<file path="src/include/serdes_consts.svh">
`ifndef SERDES_CONSTS_SVH
`define SERDES_CONSTS_SVH

////////////////////
// stream side
`define SERDES_DATA_W       32

// ioclk cycles per frame, one stream beat per frame
`define SERDES_CLK_RATIO    4

////////////////////
// serial side
`define SERDES_DATA_LANES   (`SERDES_DATA_W / `SERDES_CLK_RATIO)
`define SERDES_LANES        12  // data lanes + tstrb, tkeep, tid/tuser, fc

// configuration port
`define SERDES_CFG_ADDR_W   15

`define SERDES_LAST_PHASE   (`SERDES_CLK_RATIO - 1)  // phase that closes a frame

`endif
</file>
<file path="src/logic/serdes_pkg.sv">
`include "serdes_consts.svh"

package serdes_pkg;

	////////////////////
	// stream beat, 47 bits
	typedef struct packed {
		logic [`SERDES_DATA_W-1:0]   tdata;
		logic [`SERDES_DATA_W/8-1:0] tstrb;
		logic [`SERDES_DATA_W/8-1:0] tkeep;
		logic [1:0]                  tid;
		logic [1:0]                  tuser;
		logic                        tlast;
		logic                        tvalid;
		logic                        tready;
	} axis_beat_t;

	// one ioclk cycle on the wire
	typedef struct packed {
		logic                          fc;         // {0, tlast, tvalid, tready}
		logic                          tid_tuser;  // {tid, tuser}
		logic                          tkeep;
		logic                          tstrb;
		logic [`SERDES_DATA_LANES-1:0] tdata;      // lane j carries tdata[4j+3:4j]
	} serial_lanes_t;

	////////////////////
	// AXI-Lite write request
	typedef struct packed {
		logic                          awvalid;
		logic [`SERDES_CFG_ADDR_W-1:0] awaddr;
		logic                          wvalid;
		logic [`SERDES_DATA_W-1:0]     wdata;
		logic [`SERDES_DATA_W/8-1:0]   wstrb;
	} cfg_write_t;

	typedef struct packed {
		logic txen_ctl;  // bit 1
		logic rxen_ctl;  // bit 0
	} cfg_ctrl_t;

	typedef enum logic {
		LINK_OFF = 1'b0,
		LINK_ON  = 1'b1
	} link_state_e;

	// dword offsets, everything else is reserved
	typedef enum logic [9:0] {
		REG_CTRL = 10'h000
	} cfg_reg_e;

endpackage

</file>
<file path="src/logic/io_serdes.sv">
`timescale 1ns/1ps
`include "serdes_consts.svh"

module io_serdes (
	input  logic                       ioclk,
	input  logic                       axis_rst_n,
	input  logic                       cc_is_enable,
	input  serdes_pkg::cfg_write_t     cfg_wr,
	output logic                       awready,
	output logic                       wready,
	output logic                       arready,
	output logic                       rvalid,
	output logic [`SERDES_DATA_W-1:0]  rdata,
	input  serdes_pkg::axis_beat_t     as_is,
	input  logic                       as_is_tready,
	output serdes_pkg::serial_lanes_t  serial_txd,
	input  serdes_pkg::serial_lanes_t  serial_rxd,
	output serdes_pkg::axis_beat_t     is_as,
	output logic                       is_as_tready
);

	serdes_pkg::cfg_ctrl_t                ctrl;
	logic [$clog2(`SERDES_CLK_RATIO)-1:0] phase;
	logic                                 txen;
	logic                                 rxen;
	logic                                 frame_valid;
	logic                                 remote_tready;

	////////////////////
	// control
	serdes_cfg_regs cfg_regs_i (
		.ioclk        (ioclk),
		.axis_rst_n   (axis_rst_n),
		.cc_is_enable (cc_is_enable),
		.cfg_wr       (cfg_wr),
		.awready      (awready),
		.wready       (wready),
		.arready      (arready),
		.rvalid       (rvalid),
		.rdata        (rdata),
		.ctrl         (ctrl)
	);

	serdes_link_ctrl link_ctrl_i (
		.ioclk         (ioclk),
		.axis_rst_n    (axis_rst_n),
		.ctrl          (ctrl),
		.frame_valid   (frame_valid),
		.remote_tready (remote_tready),
		.phase         (phase),
		.txen          (txen),
		.rxen          (rxen),
		.is_as_tready  (is_as_tready)
	);

	////////////////////
	// data paths
	serdes_tx_serializer tx_i (
		.ioclk        (ioclk),
		.axis_rst_n   (axis_rst_n),
		.as_is        (as_is),
		.as_is_tready (as_is_tready),
		.phase        (phase),
		.txen         (txen),
		.is_as_tready (is_as_tready),
		.serial_txd   (serial_txd)
	);

	serdes_rx_deserializer rx_i (
		.ioclk         (ioclk),
		.axis_rst_n    (axis_rst_n),
		.serial_rxd    (serial_rxd),
		.phase         (phase),
		.rxen          (rxen),
		.is_as         (is_as),
		.frame_valid   (frame_valid),
		.remote_tready (remote_tready)
	);

endmodule

</file>
<file path="src/logic/serdes_rx_deserializer.sv">
`timescale 1ns/1ps
`include "serdes_consts.svh"

module serdes_rx_deserializer (
	input  logic                                ioclk,
	input  logic                                axis_rst_n,
	input  serdes_pkg::serial_lanes_t           serial_rxd,
	input  logic [$clog2(`SERDES_CLK_RATIO)-1:0] phase,
	input  logic                                rxen,
	output serdes_pkg::axis_beat_t              is_as,
	output logic                                frame_valid,
	output logic                                remote_tready
);

	localparam int PH_W = $clog2(`SERDES_CLK_RATIO);
	localparam logic [PH_W-1:0] LAST_PH = PH_W'(`SERDES_LAST_PHASE);

	// one lane vector per phase, index k holds what came in at phase k
	serdes_pkg::serial_lanes_t [`SERDES_CLK_RATIO-1:0] rx_hist_q;
	serdes_pkg::serial_lanes_t [`SERDES_CLK_RATIO-1:0] rx_hist_d;
	logic [`SERDES_CLK_RATIO-1:0] id_nib;
	logic [`SERDES_CLK_RATIO-1:0] fc_nib;
	serdes_pkg::axis_beat_t rx_beat;
	serdes_pkg::axis_beat_t beat_q;
	logic                   data_vld_q;
	logic                   remote_rdy_q;
	logic                   frame_end;

	assign frame_end = rxen && (phase == LAST_PH);

	////////////////////
	// sample the lanes
	assign rx_hist_d = {serial_rxd, rx_hist_q[`SERDES_CLK_RATIO-1:1]};

	always_ff @(posedge ioclk or negedge axis_rst_n) begin
		if (!axis_rst_n) begin
			rx_hist_q <= '0;
		end else if (rxen) begin
			rx_hist_q <= rx_hist_d;
		end
	end

	// regroup the phases into nibbles, last bit still on the wire
	always_comb begin
		rx_beat = '0;
		for (int k = 0; k < `SERDES_CLK_RATIO; k++) begin
			for (int j = 0; j < `SERDES_DATA_LANES; j++) begin
				rx_beat.tdata[j*`SERDES_CLK_RATIO + k] = rx_hist_d[k].tdata[j];
			end
			rx_beat.tstrb[k] = rx_hist_d[k].tstrb;
			rx_beat.tkeep[k] = rx_hist_d[k].tkeep;
			id_nib[k]        = rx_hist_d[k].tid_tuser;
			fc_nib[k]        = rx_hist_d[k].fc;
		end
		{rx_beat.tid, rx_beat.tuser} = id_nib;
		rx_beat.tlast  = fc_nib[2];
		rx_beat.tvalid = fc_nib[1];
		rx_beat.tready = fc_nib[0];  // fc_nib[3] is a spare
	end

	////////////////////
	// output beat
	always_ff @(posedge ioclk) begin
		if (frame_end) begin
			beat_q <= rx_beat;
		end
	end

	always_ff @(posedge ioclk or negedge axis_rst_n) begin
		if (!axis_rst_n) begin
			data_vld_q   <= 1'b0;
			remote_rdy_q <= 1'b0;
		end else begin
			data_vld_q <= frame_end && rx_beat.tvalid;  // empty frames give no strobe
			if (frame_end) begin
				remote_rdy_q <= rx_beat.tready;  // every frame refreshes it
			end
		end
	end

	always_comb begin
		is_as        = beat_q;
		is_as.tvalid = data_vld_q;
		is_as.tready = remote_rdy_q;
	end

	assign frame_valid   = data_vld_q;
	assign remote_tready = remote_rdy_q;

	// at most one beat per frame
	a_tvalid_strobe : assert property (
		@(posedge ioclk) disable iff (!axis_rst_n)
		is_as.tvalid |=> !is_as.tvalid
	);

endmodule

</file>
<file path="src/logic/serdes_tx_serializer.sv">
`timescale 1ns/1ps
`include "serdes_consts.svh"

module serdes_tx_serializer (
	input  logic                                ioclk,
	input  logic                                axis_rst_n,
	input  serdes_pkg::axis_beat_t              as_is,
	input  logic                                as_is_tready,
	input  logic [$clog2(`SERDES_CLK_RATIO)-1:0] phase,
	input  logic                                txen,
	input  logic                                is_as_tready,
	output serdes_pkg::serial_lanes_t           serial_txd
);

	localparam int PH_W = $clog2(`SERDES_CLK_RATIO);
	localparam logic [PH_W-1:0] LAST_PH = PH_W'(`SERDES_LAST_PHASE);

	serdes_pkg::axis_beat_t    pend_beat;
	logic                      pend_vld;
	serdes_pkg::axis_beat_t    send_beat;
	serdes_pkg::axis_beat_t    tx_buf;
	logic [`SERDES_CLK_RATIO-1:0] id_nib;
	logic [`SERDES_CLK_RATIO-1:0] fc_nib;
	serdes_pkg::serial_lanes_t lanes;
	logic                      frame_end;

	assign frame_end = (phase == LAST_PH);

	////////////////////
	// pending beat, a later strobe in the same frame overwrites it
	always_ff @(posedge ioclk) begin
		if (as_is.tvalid) begin
			pend_beat <= as_is;
		end
	end

	always_ff @(posedge ioclk or negedge axis_rst_n) begin
		if (!axis_rst_n) begin
			pend_vld <= 1'b0;
		end else if (frame_end) begin
			pend_vld <= as_is.tvalid;  // strobe on the boundary goes out next frame
		end else if (as_is.tvalid) begin
			pend_vld <= 1'b1;
		end
	end

	// idle frames carry only the ready bit
	always_comb begin
		send_beat        = pend_vld ? pend_beat : '0;
		send_beat.tvalid = pend_vld & is_as_tready;  // far side not ready, beat is dropped
		send_beat.tready = as_is_tready;
	end

	always_ff @(posedge ioclk) begin
		if (frame_end) begin
			tx_buf <= send_beat;
		end
	end

	////////////////////
	// one nibble bit per lane per phase
	assign id_nib = {tx_buf.tid, tx_buf.tuser};
	assign fc_nib = {1'b0, tx_buf.tlast, tx_buf.tvalid, tx_buf.tready};

	always_comb begin
		for (int j = 0; j < `SERDES_DATA_LANES; j++) begin
			lanes.tdata[j] = tx_buf.tdata[j*`SERDES_CLK_RATIO + int'(phase)];
		end
		lanes.tstrb     = tx_buf.tstrb[phase];
		lanes.tkeep     = tx_buf.tkeep[phase];
		lanes.tid_tuser = id_nib[phase];
		lanes.fc        = fc_nib[phase];
	end

	assign serial_txd = lanes & {`SERDES_LANES{txen}};  // blank while off

	a_lanes_blank : assert property (
		@(posedge ioclk) disable iff (!axis_rst_n)
		!txen |-> serial_txd == '0
	);

endmodule

</file>
<file path="src/logic/serdes_link_ctrl.sv">
`timescale 1ns/1ps
`include "serdes_consts.svh"

module serdes_link_ctrl (
	input  logic                                ioclk,
	input  logic                                axis_rst_n,
	input  serdes_pkg::cfg_ctrl_t               ctrl,
	input  logic                                frame_valid,
	input  logic                                remote_tready,
	output logic [$clog2(`SERDES_CLK_RATIO)-1:0] phase,
	output logic                                txen,
	output logic                                rxen,
	output logic                                is_as_tready
);

	localparam int PH_W = $clog2(`SERDES_CLK_RATIO);
	localparam logic [PH_W-1:0] LAST_PH = PH_W'(`SERDES_LAST_PHASE);

	logic [PH_W-1:0]         phase_q;
	serdes_pkg::link_state_e tx_state_q;
	serdes_pkg::link_state_e tx_state_d;
	logic                    rxen_q;
	logic                    rx_seen_q;
	logic                    rdy_q;

	////////////////////
	// frame phase, shared by both directions
	always_ff @(posedge ioclk or negedge axis_rst_n) begin
		if (!axis_rst_n) begin
			phase_q <= '0;
		end else begin
			phase_q <= phase_q + 1'b1;  // wraps at ratio
		end
	end

	assign phase = phase_q;

	////////////////////
	// transmit start-up

	// far side talking to us also turns our transmitter on,
	// otherwise it would never see a ready from this end
	always_comb begin
		tx_state_d = tx_state_q;
		case (tx_state_q)
			serdes_pkg::LINK_OFF: begin
				if (phase_q == LAST_PH && (ctrl.txen_ctl || rx_seen_q)) begin
					tx_state_d = serdes_pkg::LINK_ON;
				end
			end
			default: tx_state_d = serdes_pkg::LINK_ON;  // stays on until reset
		endcase
	end

	always_ff @(posedge ioclk or negedge axis_rst_n) begin
		if (!axis_rst_n) begin
			tx_state_q <= serdes_pkg::LINK_OFF;
			rxen_q     <= 1'b0;
			rx_seen_q  <= 1'b0;
		end else begin
			tx_state_q <= tx_state_d;
			rxen_q     <= rxen_q | ctrl.rxen_ctl;      // sticky
			rx_seen_q  <= rx_seen_q | frame_valid;
		end
	end

	assign txen = (tx_state_q == serdes_pkg::LINK_ON);
	assign rxen = rxen_q;

	// ready toward the local stream source
	always_ff @(posedge ioclk or negedge axis_rst_n) begin
		if (!axis_rst_n) begin
			rdy_q <= 1'b0;
		end else if (!txen) begin
			rdy_q <= 1'b0;
		end else if (!rx_seen_q) begin
			rdy_q <= 1'b1;  // nothing heard yet, assume far side can take data
		end else begin
			rdy_q <= remote_tready;
		end
	end

	assign is_as_tready = rdy_q;

	// transmit switches on only across a frame boundary
	a_txen_on_boundary : assert property (
		@(posedge ioclk) disable iff (!axis_rst_n)
		$rose(txen) |-> $past(phase_q) == LAST_PH
	);

endmodule

</file>
<file path="src/logic/serdes_cfg_regs.sv">
`timescale 1ns/1ps
`include "serdes_consts.svh"

module serdes_cfg_regs (
	input  logic                       ioclk,
	input  logic                       axis_rst_n,
	input  logic                       cc_is_enable,
	input  serdes_pkg::cfg_write_t     cfg_wr,
	output logic                       awready,
	output logic                       wready,
	output logic                       arready,
	output logic                       rvalid,
	output logic [`SERDES_DATA_W-1:0]  rdata,
	output serdes_pkg::cfg_ctrl_t      ctrl
);

	logic                  wr_accept;
	logic                  ctrl_hit;
	serdes_pkg::cfg_ctrl_t ctrl_q;

	////////////////////
	// write side

	// address and data are taken in the same cycle
	assign wr_accept = cfg_wr.awvalid & cfg_wr.wvalid & cc_is_enable;
	assign awready   = wr_accept;
	assign wready    = wr_accept;

	// only byte lane 0 of the control dword holds anything
	assign ctrl_hit = (cfg_wr.awaddr[11:2] == serdes_pkg::REG_CTRL) && cfg_wr.wstrb[0];

	always_ff @(posedge ioclk or negedge axis_rst_n) begin
		if (!axis_rst_n) begin
			ctrl_q <= '0;
		end else if (wr_accept && ctrl_hit) begin
			ctrl_q.rxen_ctl <= cfg_wr.wdata[0];
			ctrl_q.txen_ctl <= cfg_wr.wdata[1];
		end
	end

	assign ctrl = ctrl_q;

	////////////////////
	// read side

	// always ready, address ignored
	assign arready = 1'b1;
	assign rvalid  = 1'b1;
	assign rdata   = {{(`SERDES_DATA_W - $bits(ctrl_q)){1'b0}}, ctrl_q};

	// both write channels are accepted together or not at all
	a_wr_accept_paired : assert property (
		@(posedge ioclk) disable iff (!axis_rst_n)
		awready == wready
	);

endmodule

</file>
<file path="config.mk">
export PLATFORM = sky130hd
export DESIGN_NAME = io_serdes
export DESIGN_NICKNAME = d
export VERILOG_FILES = /design/src/logic/serdes_pkg.sv /design/src/logic/io_serdes.sv /design/src/logic/serdes_rx_deserializer.sv /design/src/logic/serdes_tx_serializer.sv /design/src/logic/serdes_link_ctrl.sv /design/src/logic/serdes_cfg_regs.sv
export VERILOG_INCLUDE_DIRS = /design/src /design/src/include
export SDC_FILE = /design/constraint.sdc
export NUM_CORES = 1
export LEC_CHECK = 0
export ABC_AREA = 1
export BUFFER_PORTS_ARGS = -buffer_cell sky130_fd_sc_hd__buf_2
export CAP_MARGIN = 20
export CORE_MARGIN = 2
export CORE_UTILIZATION = 53
export CTS_BUF_LIST = sky130_fd_sc_hd__clkbuf_4
export CTS_CLUSTER_DIAMETER = 120
export DETAILED_ROUTE_END_ITERATION = 8
export GPL_ROUTABILITY_DRIVEN = 1
export PLACE_DENSITY = 0.91
export SKIP_LAST_GASP = 1
export SYNTH_ARGS = -nofsm -noshare
export SYNTH_HDL_FRONTEND = slang
export SYNTH_SLANG_ARGS = --single-unit
</file>
<file path="constraint.sdc">
create_clock -name ioclk -period 3.55 [get_ports ioclk]
set_input_delay 0 -clock ioclk [delete_from_list [all_inputs] [get_ports ioclk]]
set_output_delay 0 -clock ioclk [all_outputs]
set_load 0.02 [all_outputs]
</file>
==> results.py <==
metrics = {
    "logic_synthesis": {
        "synth-edff-count": 137,
        "synthesis.area_mm2": 0.00700,
        "synth_top_area_cell": "edfxtp_1",
        "yosysMostFrequentCell": "edfxtp_1",
        "synthTopCellsByArea": "edfxtp_1 (59%), dfrtp_1 (17%), nand2_1 (4.4%), buf_4 (4.1%), inv_1 (4.1%)",
        "yosys_warnings": 0,
        "synth_cell_types": 23,
        "netlist_top_cells_count": "edfxtp_1 (137), nand2_1 (82), inv_1 (76)",
        "async_flop_share_pct": 25.5,
        "avgSynthCellArea_um2": 13.4,
        "yosys_register_bits": 184,
        "synth_top_area_share_pct": 58.8,
        "syn_inst": 524,
        "yosysSeqAreaShare_pct": 75.6,
        "synthFlopType": "edfxtp_1",
    },
    "drt": {
        "drcViolationCount": 0,
        "wl_um": 14600,
        "drt_first_iter_violations": 408,
        "vias": 4456,
        "vias_per_cell": 4.86,
        "first_pass_iters": 5,
        "postRouteAntennaNets": 0,
        "route.detailed.wl_per_inst_um": 15.9,
    },
    "cts": {
        "clkTransAtPathRegs_ns": 0.16,
        "cts_buffers": 17,
        "clkLatencyLatePin_ns": 0.58,
        "clock_path_buffers": 2,
        "cts_root_buffer": "clkbuf_4",
        "htree_levels": 4,
        "cts_tree": "built",
        "clock_sinks": 184,
    },
    "pwr": {
        "peakVddDrop_mv": 0.284,
        "power.switching_mw": 1.03,
        "p_sw_share_pct": 23.9,
        "combPwrFrac_pct": 9.7,
        "p_leak_nw": 3.94,
        "clkPwrFrac_pct": 27.2,
        "p_int_mw": 3.29,
        "seq_power_share_pct": 63.0,
        "power.density_mw_per_mm2": 500,
        "total_power_mw": 4.32,
    },
    "floorplan": {
        "start_util_pct": 54.8,
        "dieWidth_um": 119,
        "num_rows": 41,
        "die-area_mm2": 0.0141,
        "ios": 212,
        "die_h_um": 119,
        "coreArea_mm2": 0.0128,
    },
    "final_layout": {
        "area_growth_pct": 23.4,
        "final_util_pct": 67.6,
        "fin_cells": 917,
        "fin_nets": 847,
        "layout-drive-gt1-share_pct": 25.8,
    },
    "critical_path": {
        "crit_path_end_kind": "output pin",
        "r2r_cells": 4,
        "critPathArrivalTime_ns": 2.25,
        "critical-path-max-stage-delay_ns": 0.60,
        "crit_path_start_kind": "flip-flop",
        "slowest_stage": "inv_1",
        "critPathKind": "flip-flop to output pin",
        "critPathMaxFanout": 24,
        "crit_chain": "inv_1 -> o211ai_1 -> a21oi_1 -> buf_2",
        "crit_required_ns": 3.55,
    },
    "place": {
        "dpl_worst_slack_ns": 1.94,
        "dp_hpwl_um": 8510,
        "dp.cells": 816,
        "place.gp.congestion": 0.795,
        "port_buffers": 140,
    },
    "sta": {
        "fin_ws_ns": 1.30,
        "max_freq_ghz": 0.445,
        "relSlewSlack_pct": 32.4,
        "fin_tns_setup_ns": 0,
        "final.period_utilization_pct": 63.3,
        "worstMarginPinSlew_ns": 1.01,
        "finalMaxSlewViolations": 0,
        "period_minus_slack_ns": 2.25,
        "hold_viol_final": 0,
        "setup_viol": 0,
        "rsz0062_at_grt": "no",
        "worst_clock_skew_ns": 0.0352,
    },
    "outcome": {
        "status": "completed",
    },
    "min_path": {
        "hold_path.class": "input port to flip-flop",
        "hold_depth": 2,
    },
    "global_route": {
        "use_met3_pct": 3.45,
        "antenna_found_initial": 2,
        "grt_pass1_vias": 4588,
        "gr-usage-met1_pct": 24.7,
        "grt-ovfl-total": 0,
        "busiest_layer": "met2",
        "track_usage_pct": 21.0,
        "grt.met2_usage_pct": 36.5,
        "grt_max_degree": 62,
        "grt_pass1_wl_um": 22600,
    },
    "run": {
        "cap_viol_max_count": 0,
    },
}
## cells by family (layout without fill, tap and decap cells)
logic type	after synthesis	after routing	synth area share, %
DFF	184	184	75.6
muxes	12	12	2.04
other	2	34	0.107
AOI/OAI and AO/OA	63	63	4.93
and+or+nand+nor	130	130	7.12
adders and majority gates	1	1	0.179
buffers and inverters	132	321	10.0
## routing by layer
layer / vias up / part of all wire [%]
met4: 0 / 3.9
li1: 2076 / -
met1: 2125 / 38
met5: - / 0
met3: 42 / 4.9
met2: 213 / 54
## critical path: cells and delay by family, from the launching register on
kind,cells,cell delay [ns]
flip-flops,1,0.42
AO/OA/AOI/OAI,2,0.48
buffers and inverters,2,0.80
## flip-flops by register name, indices dropped and copies added (netlist names)
name and count:
rx_i.remote_tready 1, link_ctrl_i.rxen 1, tx_i.pend_vld 1, tx_i.pend_beat 45, rx_i.rx_beat 30, link_ctrl_i.is_as_tready 1, link_ctrl_i.rx_seen_q 1, tx_i.id_nib 4
cfg_regs_i.ctrl 2, rx_i.fc_nib 3, link_ctrl_i.txen 1, tx_i.tx_buf 40, rx_i.is_as 45, rx_i.frame_valid 1, rx_i.id_nib 3, tx_i.fc_nib 3
link_ctrl_i.phase 2
## final cells by class
type | count | area, µm²
clock buffer | 21 | 158
fill | 892 | 4140
antenna | 2 | 5.00
multi-input combinational | 238 | 1120
tap | 172 | 215
inverter | 77 | 292
clock inverter | 11 | 131
timing repair buffer | 212 | 1420
sequential | 184 | 5290
## stage by stage
| step | cell area (µm²) | hold slack, ns |
|---|---|---|
| 6_report | 8630 | 0.132 |
| 5_1_grt | 8630 | 0.0988 |
| 4_1_cts | 8600 | 0.0944 |
| 3_5_place_dp | 7660 | 0.179 |
| 3_3_place_gp | 7660 | 0.178 |
| 2_1_floorplan | 7110 | -0.296 |
## power groups by stage
| stage | sequential [mW] | combinational [mW] | clock (mW) |
|---|---|---|---|
| 2_1_floorplan | 2.71 | 0.271 | 0 |
| 3_3_place_gp | 2.74 | 0.326 | 0 |
| 3_5_place_dp | 2.76 | 0.353 | 0 |
| 4_1_cts | 2.72 | 0.410 | 1.18 |
| 5_1_grt | 2.75 | 0.477 | 1.28 |
| 6_report | 2.72 | 0.419 | 1.18 |
## path summary, 6_finish.rpt
path,start,endpoint,slack [ns]
max in group asynchronous,axis_rst_n,link_ctrl_i.rxen$_DFF_PN0_,2.73
max reg2reg,link_ctrl_i.phase[1]$_DFF_PN0_,rx_i.is_as[24]$_DFFE_PP_,1.96
min in group asynchronous,axis_rst_n,rx_i.rx_beat[33]$_DFFE_PN0P_,0.35
max,link_ctrl_i.phase[1]$_DFF_PN0_,serial_txd[1],1.30
min,as_is[45],tx_i.pend_beat[45]$_DFFE_PP_,0.13
min reg2reg,rx_i.rx_beat[43]$_DFFE_PN0P_,rx_i.is_as[43]$_DFFE_PP_,0.46
## what timing repair did
item | CTS | global route
hold buffers | 65 | 1
resized for setup | 0 | 0
hold endpoints to repair | 118 | 5
setup buffers | 0 | 0
## layout by cell type, fill, tap and decap left out, drive strengths merged, types with 3 or more instances in the layout
cell	Yosys	routed
a21oi	24	24
buf	54	146
bufinv	0	3
clkbuf	1	21
clkinv	0	6
conb	2	32
dfrtp	47	47
dlygate4sd3	0	66
edfxtp	137	137
inv	77	77
mux2	12	12
nand2	82	82
nand3	3	3
nor2	42	42
o211ai	11	11
o21ai	27	27
No activity file was read; power rests on OpenSTA's default activity.
